===== src/sb_defs.svh =====
// ##################################################
// Geometry of the store-path data memory.
// The way bit sits just above the word index, so the
// memory spans 2 ways of 1024 words. Higher address
// bits are ignored and addresses wrap.
// ##################################################
`ifndef SB_DEFS_SVH
`define SB_DEFS_SVH

// Sets per way, log2.
`define SB_LG_SETS 6

// Words per cache block, log2. Sets and block words
// together give the word index, address bits 11 to 2.
`define SB_LG_BLOCK_WORDS 4

// Bytes per data word, so the data path is 32 bits.
`define SB_DATA_BYTES 4

`endif


===== src/cache_types_pkg.sv =====
// ##################################################
// Types shared by the store buffer, the memory and
// the APB port. Word locations carry the way bit
// (address bit 12) above a 10-bit word index.
// Sub-word load alignment is not supported.
// ##################################################
`include "sb_defs.svh"

package cache_types_pkg;

  localparam int unsigned DATA_BYTES = `SB_DATA_BYTES;
  localparam int unsigned DATA_W     = 8 * DATA_BYTES;
  localparam int unsigned OFFSET_W   = $clog2(DATA_BYTES);
  localparam int unsigned INDEX_W    = `SB_LG_SETS + `SB_LG_BLOCK_WORDS;

  typedef struct packed {
    logic               way;
    logic [INDEX_W-1:0] index;
  } sb_loc_t;

  typedef struct packed {
    sb_loc_t                loc;
    logic [DATA_W-1:0]      data;
    logic [DATA_BYTES-1:0]  mask;  // Byte write enables.
  } sb_entry_t;

  typedef struct packed {
    logic                   we;
    sb_loc_t                loc;
    logic [DATA_W-1:0]      data;
    logic [DATA_BYTES-1:0]  mask;
  } mem_req_t;

  typedef struct packed {
    logic [DATA_W-1:0]      data;
    logic [DATA_BYTES-1:0]  valid;  // Per byte.
  } sb_bypass_t;

  // Upper address bits are dropped here.
  function automatic sb_loc_t addr_to_loc(input logic [31:0] addr);
    sb_loc_t loc;
    loc.way   = addr[OFFSET_W + INDEX_W];
    loc.index = addr[OFFSET_W +: INDEX_W];
    return loc;
  endfunction

endpackage


===== src/apb_pkg.sv =====
// ##################################################
// APB4 request and response bundles, 32-bit address
// and data. Only psel, penable, pwrite, paddr,
// pwdata and pstrb are carried; pprot is not used.
// ##################################################
package apb_pkg;

  localparam int unsigned APB_ADDR_W = 32;
  localparam int unsigned APB_DATA_W = 32;
  localparam int unsigned APB_STRB_W = APB_DATA_W / 8;

  typedef struct packed {
    logic                  psel;
    logic                  penable;
    logic                  pwrite;
    logic [APB_ADDR_W-1:0] paddr;
    logic [APB_DATA_W-1:0] pwdata;
    logic [APB_STRB_W-1:0] pstrb;
  } apb_req_t;

  typedef struct packed {
    logic                  pready;
    logic [APB_DATA_W-1:0] prdata;
    logic                  pslverr;
  } apb_rsp_t;

endpackage


===== src/apb_dcache_port.sv =====
// ##################################################
// APB4 slave for the data cache store path.
// Writes complete in the first access cycle unless
// the store buffer is full. Reads always take two
// access cycles. pslverr is tied low.
// The master must hold the access phase until pready.
// ##################################################
`timescale 1ns/1ps

module apb_dcache_port
  import apb_pkg::*;
  import cache_types_pkg::*;
(
  input  logic              clock_i
  ,input  logic             rst_n_i
  ,input  apb_req_t         apb_i
  ,output apb_rsp_t         apb_o
  ,input  logic             sb_full_i
  ,input  sb_bypass_t       bypass_i
  ,input  logic [DATA_W-1:0] mem_rdata_i
  ,output sb_entry_t        store_o
  ,output logic             store_valid_o
  ,output sb_loc_t          load_loc_o
  ,output logic             load_capture_o
  ,output logic             read_issue_o
  ,output logic             mem_free_o
);

  typedef enum logic {
    ST_IDLE,
    ST_RD_DATA
  } state_e;

  state_e            state_r, state_n;
  logic              access;
  sb_loc_t           loc;
  logic [DATA_W-1:0] rdata;

  assign access = apb_i.psel & apb_i.penable;
  assign loc    = addr_to_loc(apb_i.paddr);

  always_comb begin
    state_n = state_r;
    unique case (state_r)
      ST_IDLE: begin
        if (access && !apb_i.pwrite) begin
          state_n = ST_RD_DATA;  // Memory read goes out now.
        end
      end
      ST_RD_DATA: begin
        state_n = ST_IDLE;
      end
      default: state_n = ST_IDLE;
    endcase
  end

  always_ff @(posedge clock_i) begin
    if (!rst_n_i) begin
      state_r <= ST_IDLE;
    end else begin
      state_r <= state_n;
    end
  end

  assign read_issue_o   = (state_r == ST_IDLE) & access & ~apb_i.pwrite;
  assign load_capture_o = read_issue_o;
  assign load_loc_o     = loc;
  assign mem_free_o     = ~read_issue_o;

  // Accepted writes go straight to the store buffer.
  assign store_valid_o = (state_r == ST_IDLE) & access & apb_i.pwrite & ~sb_full_i;
  assign store_o.loc   = loc;
  assign store_o.data  = apb_i.pwdata;
  assign store_o.mask  = apb_i.pstrb;

  // Forwarded bytes override the memory word.
  always_comb begin
    rdata = mem_rdata_i;
    for (int b = 0; b < DATA_BYTES; b++) begin
      if (bypass_i.valid[b]) begin
        rdata[8*b +: 8] = bypass_i.data[8*b +: 8];
      end
    end
  end

  assign apb_o.pready  = store_valid_o | (state_r == ST_RD_DATA);
  assign apb_o.prdata  = rdata;
  assign apb_o.pslverr = 1'b0;

endmodule


===== config.mk =====
export PLATFORM = sky130hd
export DESIGN_NAME = apb_dcache_port
export DESIGN_NICKNAME = d
export VERILOG_FILES = /design/src/cache_types_pkg.sv /design/src/apb_pkg.sv /design/src/apb_dcache_port.sv
export VERILOG_INCLUDE_DIRS = /design/src
export SDC_FILE = /design/constraint.sdc
export NUM_CORES = 1
export LEC_CHECK = 0
export BUFFER_PORTS_ARGS = -buffer_cell sky130_fd_sc_hd__buf_2
export CAP_MARGIN = 25
export CORE_AREA = 2 2 93 95
export DETAILED_ROUTE_END_ITERATION = 7
export DIE_AREA = 0 0 95 97
export GPL_TIMING_DRIVEN = 0
export PLACE_DENSITY = 0.56
export SYNTH_ARGS = -nofsm -noshare
export SYNTH_HDL_FRONTEND = slang
export SYNTH_SLANG_ARGS = --single-unit
export TNS_END_PERCENT = 1

===== constraint.sdc =====
create_clock -name clock_i -period 2.15 [get_ports clock_i]
set_input_delay 0.43 -clock clock_i [delete_from_list [all_inputs] [get_ports clock_i]]
set_output_delay 0.43 -clock clock_i [all_outputs]
set_load 0.03 [all_outputs]

==> metrics.txt, run 1 <==
die area=~9000 sq um; share of power burned in registers=~3.3%; clock skew=0 ps; Largest delay share family, worst path=buffers and inverters; peak supply drop=between 0.1 and 0.15 mV; Worst setup EP type=primary output; P&R area growth vs syn=91.5%; Largest regs=state_r x1; Iter 0 DRT Violations=8; Combinational Power Share=between 90% and 100%; Via-to-Cell Ratio=3.34; leakage=approximately 1.3 nW; Non-Filler Instances=between 300 and 400; commonest non-fill, non-tap cell in the layout=buf_2; Ant. Diodes=0; Pwr Total=0.596 mW; Mapped Avg Cell Area=10.0 sq um; WP data arrival=roughly 1100 ps; fin crit period=1570 ps; Mapped Nets=between 200 and 250; TritonRoute pass-1 iters=4; Starting Density=between 10 and 15%; design internal power=roughly 0.28 mW; Setup TNS=0 ps; CP peak stage delay=around 300 ps; register area share after synthesis=~1.9%; Ys Warns=0; pwr/cell area=299 nW/um^2; Sw Ratio=a little over half; Critical Path RT=roughly 1700 ps; Sw Pwr=around 0.32 mW; Clk pwr share=0%; Post-Syn Area=about 1000 sq um; initial antenna violation count=0; Worst setup SP type=primary input; run status=completed; Cell Rows=33; RSZ-0062 raised after global routing=no; area share of the leading cell type in the synthesized netlist=46.2%; port bufs=roughly 160; #FFs+latches synth=1; post-CTS sizing=0; placed inst area=between 1500 and 2000 sq um; share of layout cells above drive strength 1=a little over nine tenths; dominant cell type by area after synthesis=mux2_4; Tcrit/Tclk final=~73%; Largest register FFs=1; Crit Path Class=in2out; DR DRC count=0; top post-synthesis cells by area=mux2_4 (46%), buf_4 (43%), buf_6 (4.3%), dfxtp_1 (1.9%), and4bb_1 (1.2%); max-capacitance violation count=0; pre-CTS WS=592 ps; setup ws final=around 600 ps; Slowest-stage cell, CP=and4bb_1; first-pass GRT wire length=4240 um; post-CTS setup buffer count=0; largest net degree at the start of global routing=9; Final ANT Viol Nets=0; Max Slew Vio Count=0; post-synth cell types=11; Setup-failing EPs final=0; clock transition at the registers of the reported paths=0 ps; placed insts=~370; vias in the first global route=1,046; cells after synthesis=104; post-route design area=1990 sq um; I/O pins=238; most frequent cells in the layout=buf_2 (164), buf_4 (60), mux2_4 (32); # hold bufs at CTS=0; final wirelength=3090 um; Die W=between 90 and 100 um; final hold viol count=0; Most flops, register=state_r; Clock Latency Late Sink=0 ps; Final HPWL DP=2970 um; Worst Path Buf+Inv=3; Highest Clock Rate=roughly 640 MHz; DR WL/cell=8.27 um; GRT Util Overall=5.30%; Die Ht=97 um; core area=between 8000 and 9000 sq um; crit-path max FO=4; RePlAce Congestion=~0.7; net count reported at finish=a little over 400; HP Class=in2reg; crit path cell chain=buf_2 -> and4bb_1 -> buf_4 -> buf_2; Vias=roughly 1,200; overflow left after global routing=0; CP dominant cell by count=buf_2
-- cells by family (layout without fill, tap and decap cells) --
kind of cell,count (synthesis),after routing,synth area share [%]
simple gates,5,5,3.61
buf+inv,65,229,48.0
flops,1,1,1.92
other cells,1,1,0.360
mux,32,32,46.2
-- Yosys cell counts --
library cell   n
buf_6          4
nor2_1         1
nand2b_1       1
mux2_4        32
and2_1         1
inv_1          1
and4bb_1       1
dfxtp_1        1
conb_1         1
buf_4         60
nand4b_1       1
-- power by group through the flow --
stage	sequential (mW)	combinational, mW	clock [mW]
global route	0.0199	0.611	0
floorplan	0.0197	0.422	0
detailed placement	0.0197	0.582	0
global placement	0.0198	0.577	0
finish	0.0198	0.576	0
CTS	0.0198	0.583	0
-- metal layers --
| layer | track usage [%] | wire [um] | share of wire [%] |
|---|---|---|---|
| met4 | 0 | 0 | 0 |
| met2 | 12.4 | 1700 | 55 |
| met3 | 0.935 | 538 | 17 |
| met1 | 4.43 | 848 | 27 |
| met5 | 0 | 0 | 0 |
-- through the flow --
step           hold slack, ps  util, %
4_1_cts                   634     24.5
3_3_place_gp              631     24.5
2_1_floorplan             552        -
3_5_place_dp              634     24.5
5_1_grt                   654     24.5
6_report                  632     24.5
-- final timing paths --
| kind | startpoint | end | slack (ps) | cells past startpoint |
|---|---|---|---|---|
| worst max-delay path | apb_i[68] | read_issue_o | 580 | 4 |
| worst min-delay path | rst_n_i | state_r$_SDFF_PP0_ | 630 | 2 |
| worst max register to register | state_r$_SDFF_PP0_ | state_r$_SDFF_PP0_ | 1300 | 2 |
| worst min register to register | state_r$_SDFF_PP0_ | state_r$_SDFF_PP0_ | 790 | 2 |
-- cell type report --
| cell class | instances | area, sq um |
|---|---|---|
| sequential | 1 | 20.0 |
| fill | 886 | 6140 |
| timing repair buffer | 164 | 821 |
| buffer | 64 | 495 |
| multi-input combinational | 38 | 522 |
| inverter | 1 | 3.75 |
| tap | 105 | 131 |
Note: power is estimated with default switching activity, not from simulation.
==> run 2, diff against run 1 <==
--- a/config.mk
+++ b/config.mk
@@ -6,13 +6,14 @@
 export SDC_FILE = /design/constraint.sdc
 export NUM_CORES = 1
 export LEC_CHECK = 0
+export ABC_AREA = 1
 export BUFFER_PORTS_ARGS = -buffer_cell sky130_fd_sc_hd__buf_2
 export CAP_MARGIN = 25
-export CORE_AREA = 2 2 93 95
+export CORE_AREA = 2 2 92 94
 export DETAILED_ROUTE_END_ITERATION = 7
-export DIE_AREA = 0 0 95 97
+export DIE_AREA = 0 0 94 96
 export GPL_TIMING_DRIVEN = 0
-export PLACE_DENSITY = 0.56
+export PLACE_DENSITY = 0.58
 export SYNTH_ARGS = -nofsm -noshare
 export SYNTH_HDL_FRONTEND = slang
 export SYNTH_SLANG_ARGS = --single-unit
==> constraint.sdc (replaced) <==
create_clock -name clock_i -period 1.4 [get_ports clock_i]
set_input_delay 0.28 -clock clock_i [delete_from_list [all_inputs] [get_ports clock_i]]
set_output_delay 0.28 -clock clock_i [all_outputs]
set_load 0.03 [all_outputs]
==> run 2 against run 1 <==
Against the previous run:
- first-iteration DRC count increased by 50%
- wire length grew 20%
- combinational power up 46%
- register-to-register slack got worse by 480 ps
- largest power group unchanged
- critical path depth increased by 1
- die area decreased by 2.1%
- via count grew 25%
- final cell count increased by 20%
- synthesized cell count is 68% higher
- clock skew is the same
- final area fell by 2.1%
- sequential share of layout area about the same
==> metrics.txt, run 2 <==
Top FF cell, synth=dfxtp_1; crit-path max FO=10; Mapped Nets=about 320; top post-synthesis cells by area=buf_4 (46%), o21ai_0 (15%), inv_1 (13%), nand2_1 (13%), buf_6 (4.6%); clock transition at the registers of the reported paths=0 ps; Util after Layout=approximately 24%; vias in the first global route=1,243; share of layout cells above drive strength 1=around two thirds; DR WL/cell=~8.3 um; Clk pwr share=0%; Post-synth EDFFs=0; post-CTS sizing=0; Setup TNS=0 ps; # hold bufs at CTS=0; Setup-failing EPs final=0; run status=completed; DR DRC count=0; Tcrit/Tclk final=88.8%; hold_ws=~520 ps; RePlAce Congestion=0.728; final hold viol count=0; Combinational Power Share=96.5%; area share of the leading cell type in the synthesized netlist=between 40% and 50%; Sw Ratio=58.8%; Most flops, register=state_r; Die Ht=~96 um; first-pass GRT wire length=about 4800 um; TritonRoute pass-1 iters=3; design internal power=0.359 mW; die area=approximately 9000 sq um; commonest cells in the synthesized netlist=buf_4 (60), inv_1 (35), nand2_1 (35); Die W=94 um; commonest non-fill, non-tap cell in the layout=buf_2; Pwr Total=slightly below 0.9 mW; Largest regs=state_r x1; clock skew=0 ps; most numerous cell in the Yosys netlist=buf_4; Post-Syn Area=977 sq um; fin crit period=about 1200 ps; Ys Warns=0; RSZ-0062 raised after global routing=no; largest net degree at the start of global routing=11; #FFs+latches synth=1; Via-to-Cell Ratio=roughly 3.5; Crit Path Class=in2out; peak supply drop=0.176 mV; Max Slew Vio Count=0; P&R area growth vs syn=99.7%; Iter 0 DRT Violations=12; cells after synthesis=175; share of power burned in registers=roughly 3.5%; register area share after synthesis=around 2%; overflow left after global routing=0; Final HPWL DP=3460 um; port bufs=around 170; post-CTS setup buffer count=0; HP Class=in2reg; Largest register FFs=1; core area=between 8000 and 9000 sq um; Vias=between 1,500 and 2,000; leakage=around 1.3 nW; Mapped Avg Cell Area=~5.6 sq um; dominant cell type by area after synthesis=buf_4; FFs w/ async S/R, synth=0%; pre-CTS WS=roughly 140 ps; Worst setup SP type=primary input; Ant. Diodes=0; Fill cells=approximately 940; pwr/cell area=446 nW/um^2; net count reported at finish=between 400 and 500; I/O pins=~240; setup ws final=~160 ps; final wirelength=~3700 um; Sw Pwr=between 0.5 and 0.6 mW; Cell Rows=33; Highest Clock Rate=805 MHz; Worst setup EP type=primary output; WP data arrival=around 960 ps; max-capacitance violation count=0; most frequent cells in the layout=buf_2 (168), buf_4 (60), inv_1 (35), nand2_1 (35), o21ai_0 (30); initial antenna violation count=0; GRT Util Overall=roughly 6.2%; Final ANT Viol Nets=0; Clock Latency Late Sink=0 ps; post-synth cell types=12; Critical Path RT=approximately 1100 ps; Starting Density=approximately an eighth
[run 2: cell types whose count changed in the layout (fill, tap and decap cells not counted), sizes merged, moves of 2 or more]
cell   change
nor2       +2
mux2      -32
buf        +4
inv       +34
nand2     +35
nand3      +2
o21ai     +32
[run 2: worst max-delay path: stages]
cell	delay, ps
buf_2	170
buf_6	170
nand2_1	50
o21ai_0	60
buf_2	220
[run 2: per-layer routing]
metal	routed length, um	global-route usage, %	vias up
li1	-	-	801
met3	484	0.313	0
met1	1320	7.17	624
met5	0	0	-
met2	1920	13.3	125
met4	0	0	0
[run 2: cell type report]
type	count	area [sq um]	area share, %
buffer	64	495	25.4
multi-input combinational	75	333	17.1
timing repair buffer	168	841	43.1
sequential	1	20.0	1.03
inverter	35	131	6.73
tap	105	131	6.73
[run 2: cell families (layout without fill, tap and decap cells)]
kind of cell	count (synthesis)	count (layout)	share of synthesized area (%)
simple gates	41	41	16.3
compound gates	33	33	17.2
other cells	1	1	0.384
flops	1	1	2.05
buf+inv	99	267	64.1
[run 2: final timing paths]
path	cells past startpoint	slack (ps)	startpoint	to
worst min register to register	3	520	state_r$_SDFF_PP0_	state_r$_SDFF_PP0_
worst max register to register	3	820	state_r$_SDFF_PP0_	state_r$_SDFF_PP0_
worst min-delay path	3	520	rst_n_i	state_r$_SDFF_PP0_
worst max-delay path	5	160	bypass_i[0]	apb_o[1]
[run 2: metrics by stage]
stage | cell area (sq um) | std cells
5_1_grt | 1950 | 448
4_1_cts | 1950 | 448
3_5_place_dp | 1950 | 448
6_report | 1950 | 448
3_3_place_gp | 1950 | 448
2_1_floorplan | 980 | 175
[run 2: power by group through the flow]
stage	clock network, mW	registers, mW	logic (mW)
floorplan	0	0.0301	0.572
global placement	0	0.0302	0.841
detailed placement	0	0.0303	0.848
CTS	0	0.0303	0.850
global route	0	0.0304	0.903
finish	0	0.0303	0.841
