===== config.mk =====
export PLATFORM = sky130hd
export DESIGN_NAME = store_buffer
export DESIGN_NICKNAME = d
export VERILOG_FILES = /design/src/cache_types_pkg.sv /design/src/store_buffer_queue.sv /design/src/store_buffer.sv
export VERILOG_INCLUDE_DIRS = /design/src
export SDC_FILE = /design/constraint.sdc
export NUM_CORES = 1
export LEC_CHECK = 0
export ABC_AREA = 0
export BUFFER_PORTS_ARGS = -buffer_cell sky130_fd_sc_hd__buf_2
export CAP_MARGIN = 20
export CORE_MARGIN = 5
export CORE_UTILIZATION = 51
export CTS_CLUSTER_SIZE = 30
export DETAILED_ROUTE_END_ITERATION = 10
export PLACE_DENSITY = 0.87
export SYNTH_ARGS = -nofsm -noshare
export SYNTH_HDL_FRONTEND = slang
export SYNTH_HIERARCHICAL = 1
export SYNTH_SLANG_ARGS = --single-unit

===== constraint.sdc =====
create_clock -name clock_i -period 2.55 [get_ports clock_i]
set_input_delay 0.51 -clock clock_i [delete_from_list [all_inputs] [get_ports clock_i]]
set_output_delay 0.51 -clock clock_i [all_outputs]
set_load 0.05 [all_outputs]

===== src/sb_defs.svh =====
// ##################################################
// Geometry of the store-path data memory.
// The way bit sits just above the word index, so the
// memory spans 2 ways of 1024 words. Higher address
// bits are ignored and addresses wrap.
// ##################################################
`ifndef SB_DEFS_SVH
`define SB_DEFS_SVH

// Sets per way, log2.
`define SB_LG_SETS 6

// Words per cache block, log2. Sets and block words
// together give the word index, address bits 11 to 2.
`define SB_LG_BLOCK_WORDS 4

// Bytes per data word, so the data path is 32 bits.
`define SB_DATA_BYTES 4

`endif


===== src/cache_types_pkg.sv =====
// ##################################################
// Types shared by the store buffer, the memory and
// the APB port. Word locations carry the way bit
// (address bit 12) above a 10-bit word index.
// Sub-word load alignment is not supported.
// ##################################################
`include "sb_defs.svh"

package cache_types_pkg;

  localparam int unsigned DATA_BYTES = `SB_DATA_BYTES;
  localparam int unsigned DATA_W     = 8 * DATA_BYTES;
  localparam int unsigned OFFSET_W   = $clog2(DATA_BYTES);
  localparam int unsigned INDEX_W    = `SB_LG_SETS + `SB_LG_BLOCK_WORDS;

  typedef struct packed {
    logic               way;
    logic [INDEX_W-1:0] index;
  } sb_loc_t;

  typedef struct packed {
    sb_loc_t                loc;
    logic [DATA_W-1:0]      data;
    logic [DATA_BYTES-1:0]  mask;  // Byte write enables.
  } sb_entry_t;

  typedef struct packed {
    logic                   we;
    sb_loc_t                loc;
    logic [DATA_W-1:0]      data;
    logic [DATA_BYTES-1:0]  mask;
  } mem_req_t;

  typedef struct packed {
    logic [DATA_W-1:0]      data;
    logic [DATA_BYTES-1:0]  valid;  // Per byte.
  } sb_bypass_t;

  // Upper address bits are dropped here.
  function automatic sb_loc_t addr_to_loc(input logic [31:0] addr);
    sb_loc_t loc;
    loc.way   = addr[OFFSET_W + INDEX_W];
    loc.index = addr[OFFSET_W +: INDEX_W];
    return loc;
  endfunction

endpackage


===== src/store_buffer_queue.sv =====
// ##################################################
// Two-slot shift queue of store entries.
// el1 is the older slot, el0 the newer one. The head
// passes data_i through when the queue is empty.
// No full flag: never push into a full queue
// without popping in the same cycle.
// ##################################################
`timescale 1ns/1ps

module store_buffer_queue import cache_types_pkg::*; (
  input  logic       clock_i
  ,input  logic      rst_n_i
  ,input  sb_entry_t data_i
  ,input  logic      push_i
  ,input  logic      pop_i
  ,output sb_entry_t head_o
  ,output sb_entry_t el0_o
  ,output sb_entry_t el1_o
  ,output logic [1:0] count_o
);

  sb_entry_t  el0_r, el1_r;
  logic [1:0] count_r;
  logic       el0_load, el1_load;

  // Slots that are, or become, empty take new data freely.
  assign el1_load = pop_i | (count_r == 2'd0);
  assign el0_load = pop_i | (count_r != 2'd2);

  always_ff @(posedge clock_i) begin
    if (!rst_n_i) begin
      count_r <= 2'd0;
    end else begin
      count_r <= count_r + {1'b0, push_i} - {1'b0, pop_i};
    end
  end

  always_ff @(posedge clock_i) begin
    if (el1_load) begin
      el1_r <= (count_r == 2'd2) ? el0_r : data_i;  // Shift on pop.
    end
    if (el0_load) begin
      el0_r <= data_i;
    end
  end

  assign head_o  = (count_r != 2'd0) ? el1_r : data_i;
  assign el0_o   = el0_r;
  assign el1_o   = el1_r;
  assign count_o = count_r;

endmodule


===== src/store_buffer.sv =====
// ##################################################
// Store buffer of up to two pending word stores.
// Drains one store per cycle while the memory port
// is free; an arriving store meeting an empty buffer
// and a free port is written through.
// Bypass data is valid the cycle after the capture
// strobe and holds until the next capture.
// ##################################################
`timescale 1ns/1ps

module store_buffer import cache_types_pkg::*; (
  input  logic        clock_i
  ,input  logic       rst_n_i
  ,input  sb_entry_t  store_i
  ,input  logic       store_valid_i
  ,input  logic       mem_free_i
  ,input  sb_loc_t    load_loc_i
  ,input  logic       load_capture_i
  ,output mem_req_t   mem_req_o
  ,output logic       full_o
  ,output sb_bypass_t bypass_o
);

  sb_entry_t  head, el0, el1;
  logic [1:0] count;
  logic       drain;
  logic       el0_valid, el1_valid;
  logic       hit_in, hit_el0, hit_el1;
  sb_bypass_t bypass_n, bypass_r;

  assign drain = mem_free_i & ((count != 2'd0) | store_valid_i);

  store_buffer_queue queue0 (
    .clock_i  (clock_i)
    ,.rst_n_i (rst_n_i)
    ,.data_i  (store_i)
    ,.push_i  (store_valid_i)
    ,.pop_i   (drain)
    ,.head_o  (head)
    ,.el0_o   (el0)
    ,.el1_o   (el1)
    ,.count_o (count)
  );

  assign el0_valid = (count == 2'd2);  // Newer slot.
  assign el1_valid = (count != 2'd0);  // Older slot.
  assign full_o    = el0_valid;

  always_comb begin
    mem_req_o.we   = drain;
    mem_req_o.loc  = head.loc;
    mem_req_o.data = head.data;
    mem_req_o.mask = head.mask;
  end

  assign hit_in  = store_valid_i & (store_i.loc == load_loc_i);
  assign hit_el0 = el0_valid & (el0.loc == load_loc_i);
  assign hit_el1 = el1_valid & (el1.loc == load_loc_i);

  // Youngest matching byte wins.
  always_comb begin
    bypass_n = '0;
    for (int b = 0; b < DATA_BYTES; b++) begin
      if (hit_in && store_i.mask[b]) begin
        bypass_n.data[8*b +: 8] = store_i.data[8*b +: 8];
        bypass_n.valid[b]       = 1'b1;
      end else if (hit_el0 && el0.mask[b]) begin
        bypass_n.data[8*b +: 8] = el0.data[8*b +: 8];
        bypass_n.valid[b]       = 1'b1;
      end else if (hit_el1 && el1.mask[b]) begin
        bypass_n.data[8*b +: 8] = el1.data[8*b +: 8];
        bypass_n.valid[b]       = 1'b1;
      end
    end
  end

  always_ff @(posedge clock_i) begin
    if (load_capture_i) begin
      bypass_r <= bypass_n;
    end
  end

  assign bypass_o = bypass_r;

endmodule


==> flow_summary_export.csv, run 1 <==
group,metric,value,unit
yosys,netlist.area_leader.share,57.2,%
clock_network,cts_hold_buf,0,
cells_and_area,register_area,3940,um^2
clock_network,cts_buffer_depth,2,
setup_path,criticalPathCategory,"reg -> out",
die,initial_utilization,51.8,%
yosys,synth.lib_cells_used.distinct,33,
power,power_per_cell_area,1190,nW/um^2
die,floorplan.die_area,15800,um^2
hold_path,whs_path_depth,1,
cells_and_area,fill_cells,967,
clock_network,cts_made_buffers,17,
timing,finalHoldViolCount,0,
placement,dpl.hpwl,11500,um
grt,grt_start_max_net_pins,37,
yosys,mean_instance_size_in_the_synthesized_netlist,13.8,um^2
yosys,postSynthCellCount,493,
timing,setup_total_negative_slack,0,ns
hold_path,hold_path_class,"in -> reg",
timing,slew_violations,0,
clock_network,ctsResizeCount,0,
cells_and_area,share_of_cells_above_drive_strength_1,40.6,%
setup_path,endpoint_kind,"primary output",
yosys,postSynth.asyncResetShare,0,%
cells_and_area,layout.nets,709,
clock_network,worst_skew_pair.late_latency,0.42,ns
detailed_routing,wl_per_cell,20.4,um
grt,grt_antenna_before_repair,1,
detailed_routing,wirelength,17000,um
grt,wire_length_of_the_first_global_routing_pass,27200,um
timing,finalSetupViolCount,0,
yosys,post-synth-top-count-cell,"edfxtp_1",
setup_path,worstSetupStartpointType,"register",
setup_path,r2r_cells,6,
yosys,synth_top_area_cell,"edfxtp_1",
die,die_height,126,um
clock_network,cts_sinks,132,
run,cap_viol_max_count,0,
setup_path,critical_path_arrival,1.90,ns
timing,fin_crit,2.41,ns
yosys,synth_enable_flop_cells,130,
die,die_w,126,um
cells_and_area,multi_input_area,2610,um^2
yosys,synth_top_cells_by_count,"edfxtp_1, mux2_2, nand3_1, mux2_1, nand4_1",
yosys,synth_seq_area_share,57.8,%
die,core_area,13200,um^2
setup_path,timing.critical_path.required,2.04,ns
placement,place.detailed.instances,801,
timing,grt_setup_unrepaired,"no",
yosys,post_synth_main_area_contributors,"edfxtp_1, mux2_2, mux2_1",
timing,finalClockSkew,0.00878,ns
timing,achievable_clock_frequency,0.415,GHz
cells_and_area,insertedDiodeCount,0,
yosys,yosys_warnings,6,
timing,max_slew_margin,42.0,%
power,irDropWorstVdd,899,uV
grt,overflow,0,
yosys,synth_nets,558,
detailed_routing,firstDrtPassIters,7,
cells_and_area,layout_area_growth_over_synthesis,21.7,%
detailed_routing,via_count,4962,
die,io-pin-count,148,
grt,groute.usage.overall,21.4,%
yosys,ys.flop_type,"edfxtp_1",
clock_network,post-cts-setup-buffer-count,0,
placement,place.port_buffers,147,
detailed_routing,detailedRoute.firstIterationViolations,395,
yosys,netlist_area,6830,um^2
die,placement_rows,42,
timing,worst-slew-pin-transition,0.869,ns
clock_network,cts_htree_levels,4,
clock_network,tritoncts_clock_tree,"built",
detailed_routing,vias_per_cell,5.96,
timing,final_min_period_over_clock_period,94.5,%
grt,via_count_of_the_first_global_routing_pass,5220,
clock_network,library_cell_used_as_clock_root_buffer,"clkbuf_16",
cells_and_area,post_layout_nonfiller_instances,833,
placement,gpl.final_weighted_congestion,0.791,
power,power_leakage,3.36,nW
detailed_routing,route.antenna.remaining_nets,0,
setup_path,worstPathMaxFanout,18,
yosys,number_of_storage_elements_in_the_synthesis_netlist,132,
detailed_routing,remaining_drc_errors,0,
run_status,run_status,"finished clean",
clock_network,clk_pin_slew,0.06,ns
-- worst paths after layout --
check / startpoint / to / slack, ns
worst min-delay path: store_i[32] / queue0/el0_o[32] / 0.31
worst min register to register: queue0/el0_o[35] / queue0/el1_o[35] / 0.57
worst max-delay path: queue0/count_o[0] / mem_req_o[41] / 0.14
worst max register to register: queue0/el0_o[43] / bypass_o[13] / 0.46
-- power breakdown --
| group | total (mW) | switching, mW | internal, mW |
|---|---|---|---|
| registers | 3.51 | 0.398 | 3.11 |
| logic | 3.84 | 2.66 | 1.17 |
| clock network | 2.53 | 0.912 | 1.62 |
-- cells by family after synthesis --
kind of cell | synth area share (%)
AND/OR/NAND/NOR | 14.4
flip-flops | 57.8
XOR/XNOR | 4.56
multiplexers | 15.5
adder cells (fa/ha/maj) | 0.366
AO/OA/AOI/OAI | 3.13
buffers and inverters | 4.31
-- routing by layer --
layer	GRT usage (%)	share of wire, %	vias up
met2	35.3	49	286
li1	-	-	2243
met5	0	0.053	-
met3	5.93	8.8	33
met1	27.3	40	2398
met4	7.59	1.5	2
-- worst max-delay path, cell delays in order (launching register included) --
cell	delay, ns
dfxtp_1	0.39
nor2_4	0.16
buf_4	0.30
mux2_1	0.40
buf_2	0.23
-- cells in the final DEF (no fill, tap or decap), types with 4 or more instances in the layout --
cell	netlist	final
xnor2_1	11	11
xor2_1	22	22
bufinv_16	0	4
nor4_4	4	4
clkinvlp_4	0	5
buf_4	3	16
mux2_2	56	56
nand4_2	4	4
nor2_1	33	32
nand3_1	40	40
and3_1	32	32
clkbuf_16	0	17
edfxtp_1	130	130
buf_2	12	147
a31oi_1	32	32
nand4_1	37	37
mux2_1	38	38
-- state kept, by name (all words and copies together), names as in the netlist --
register	flops
queue0/el0_o	47
bypass_o	36
queue0/count_o	2
queue0/el1_o	47
-- stage by stage --
| step | area (um^2) | util (%) | worst slack, ns | hold WS [ns] | power, mW |
|---|---|---|---|---|---|
| after floorplan | 6830 | - | 0.0557 | 0.536 | 6.41 |
| after global placement | 7670 | 58.2 | 0.283 | 0.541 | 7.22 |
| after detailed placement | 7690 | 58.3 | 0.249 | 0.557 | 7.36 |
| after CTS | 8310 | 63.0 | 0.122 | 0.293 | 9.91 |
| after global routing | 8310 | 63.0 | 0.0632 | 0.294 | 10.2 |
| final | 8310 | 63.0 | 0.139 | 0.309 | 9.88 |
-- area by class of cell --
cell class | count | area share (%)
multi-input combinational | 325 | 31.4
timing repair buffer | 166 | 11.0
clock buffer | 17 | 5.12
inverter | 2 | 0.0904
sequential | 132 | 47.5
tap | 176 | 2.65
clock inverter | 15 | 2.27
(Power assumes the default switching activity.)
==> run 2, diff against run 1 <==
CORE_MARGIN = unset   (was 5)
CORE_UTILIZATION = 30   (was 51)
PLACE_DENSITY = 0.6   (was 0.87)
==> flow_summary_export.csv, run 2 (synthesis results as in run 1) <==
group,metric,value,unit
run_status,run_status,"finished clean",
power,power_per_cell_area,1180,nW/um^2
placement,dpl.hpwl,12200,um
setup_path,worst_r2r_endpoint,"bypass_o[14]",
die,floorplan.die_area,23400,um^2
detailed_routing,remaining_drc_errors,0,
timing,fin_crit,2.36,ns
grt,via_count_of_the_first_global_routing_pass,4932,
detailed_routing,detailedRoute.firstIterationViolations,286,
grt,grt_start_max_net_pins,45,
setup_path,critPathBufInv,2,
cells_and_area,final_cell_mix,"buf_2, edfxtp_1, mux2_2",
setup_path,worstPathMaxFanout,25,
setup_path,criticalPathCategory,"reg -> out",
grt,groute.usage.overall,16.2,%
hold_path,whs_path_depth,2,
die,placement_rows,54,
cells_and_area,share_of_cells_above_drive_strength_1,41.2,%
detailed_routing,via_count,4721,
cells_and_area,layout.nets,715,
setup_path,worstPathCellList,"nor2_4, buf_6, mux2_2, buf_2",
detailed_routing,wl_per_cell,19.0,um
die,initial_utilization,30.9,%
timing,achievable_clock_frequency,0.424,GHz
placement,place.port_buffers,147,
power,irDropWorstVdd,1030,uV
setup_path,rr_startpoint,"queue0/el0_o[43]",
hold_path,hold_startpoint,"rst_n_i",
clock_network,cts_buffer_depth,2,
clock_network,worst_skew_pair.late_latency,0.41,ns
die,die_w,153,um
timing,grt_setup_unrepaired,"no",
clock_network,cts_sinks,132,
placement,placedInstanceArea,7890,um^2
cells_and_area,post_layout_nonfiller_instances,944,
clock_network,clk_pin_slew,0.06,ns
die,die_height,153,um
grt,grt_antenna_before_repair,2,
die,io-pin-count,148,
cells_and_area,final_common_cell,"buf_2",
setup_path,r2r_cells,6,
grt,wire_length_of_the_first_global_routing_pass,28300,um
power,power_report.internal_total,6.06,mW
placement,place.detailed.instances,911,
timing,finalSetupViolCount,0,
detailed_routing,firstDrtPassIters,5,
clock_network,library_cell_used_as_clock_root_buffer,"clkbuf_16",
detailed_routing,wirelength,18000,um
timing,setup_total_negative_slack,0,ns
setup_path,worstSetupStartpointType,"register",
clock_network,cts_htree_levels,4,
power,power.net_switching,4.01,mW
detailed_routing,route.antenna.remaining_nets,0,
cells_and_area,stdcell_area,8530,um^2
clock_network,tritoncts_clock_tree,"built",
die,core_area,22100,um^2
run,cap_viol_max_count,0,
timing,finalClockSkew,0.0125,ns
setup_path,critical_path_arrival,1.85,ns
hold_path,hold_path_class,"in -> reg",
cells_and_area,layout_area_growth_over_synthesis,25.0,%
timing,worst-slew-pin-transition,0.511,ns
clock_network,cts_hold_buf,0,
setup_path,rrSetupSlack,0.54,ns
timing,final.hold.worst_slack,0.313,ns
power,power_leakage,3.42,nW
power,sequentialPowerShare,34.7,%
setup_path,max_stage_delay,0.40,ns
setup_path,timing.critical_path.max_delay_family,"buffers and inverters",
power,swShare,39.8,%
detailed_routing,vias_per_cell,5.00,
power,power.clock.fraction,26.5,%
power,power_frac_comb,38.8,%
timing,final_min_period_over_clock_period,92.4,%
setup_path,endpoint_kind,"primary output",
power,post_layout_total_power,10.1,mW
hold_path,timing.hold.worst_endpoint,"queue0/count_o[0]",
setup_path,critical-path-slowest-cell,"dfxtp_1",
timing,finalHoldViolCount,0,
setup_path,timing.critical_path.required,2.04,ns
timing,max_slew_margin,65.9,%
grt,overflow,0,
placement,gpl.final_weighted_congestion,0.750,
timing,slew_violations,0,
clock_network,cts_made_buffers,17,
==> run 2: cell types whose count changed in the layout (fill, tap and decap cells not counted), sizes merged <==
cell	before	now
inv	2	4
diode	0	1
bufinv	4	5
clkinvlp	5	2
buf	166	172
==> run 2: worst max-delay path by stage <==
| stage | start | to | cells after the start |
|---|---|---|---|
| 5_1_grt | queue0/count_o[0] | mem_req_o[41] | 4 |
| 3_3_place_gp | load_loc_i[7] | bypass_o[15] | 7 |
| 6_report | queue0/count_o[0] | mem_req_o[45] | 4 |
| 3_5_place_dp | load_loc_i[7] | bypass_o[14] | 7 |
| 2_1_floorplan | queue0/count_o[1] | bypass_o[27] | 8 |
| 4_1_cts | queue0/count_o[0] | mem_req_o[32] | 4 |
==> run 2: layout make-up <==
class,instances,area [um^2]
timing repair buffer,172,990
antenna,1,2.50
multi-input combinational,325,2610
sequential,132,3940
clock buffer,17,425
tap,280,350
clock inverter,15,210
inverter,2,7.51
fill,2146,13600
==> run 2: worst register-to-register path: cells and delay by family (launching register included) <==
kind / cells / cell delay (ns)
flops: 1 / 0.39
buf+inv: 1 / 0.23
simple gates: 3 / 0.86
xor+xnor: 1 / 0.18
compound gates: 1 / 0.09
==> run 2: routing by layer <==
metal	GRT usage, %	part of all wire, %	up-vias
li1	-	-	2258
met1	20.6	45	2287
met2	26.7	48	155
met3	3.71	5.3	19
met4	6.01	1.4	2
met5	0	0.061	-
==> run 2: per-stage QoR <==
stage,setup slack [ns],utilization [%]
after floorplan,0.0557,-
after global placement,0.303,35.7
after detailed placement,0.246,35.7
after CTS,0.0502,38.6
after global routing,0.0621,38.6
final,0.193,38.6
==> run 2: power groups by stage <==
stage	clock network [mW]	logic, mW	registers, mW
2_1_floorplan	0	2.99	3.42
3_3_place_gp	0	3.91	3.53
3_5_place_dp	0	3.94	3.54
4_1_cts	2.73	3.95	3.50
5_1_grt	2.82	4.12	3.57
6_report	2.66	3.91	3.49
==> run 2: timing repair <==
| action | 4_1_cts | 5_1_grt |
|---|---|---|
| setup buffers | 0 | 0 |
| endpoints found under the setup margin | 0 | 6 |
| resized for setup | 0 | 1 |
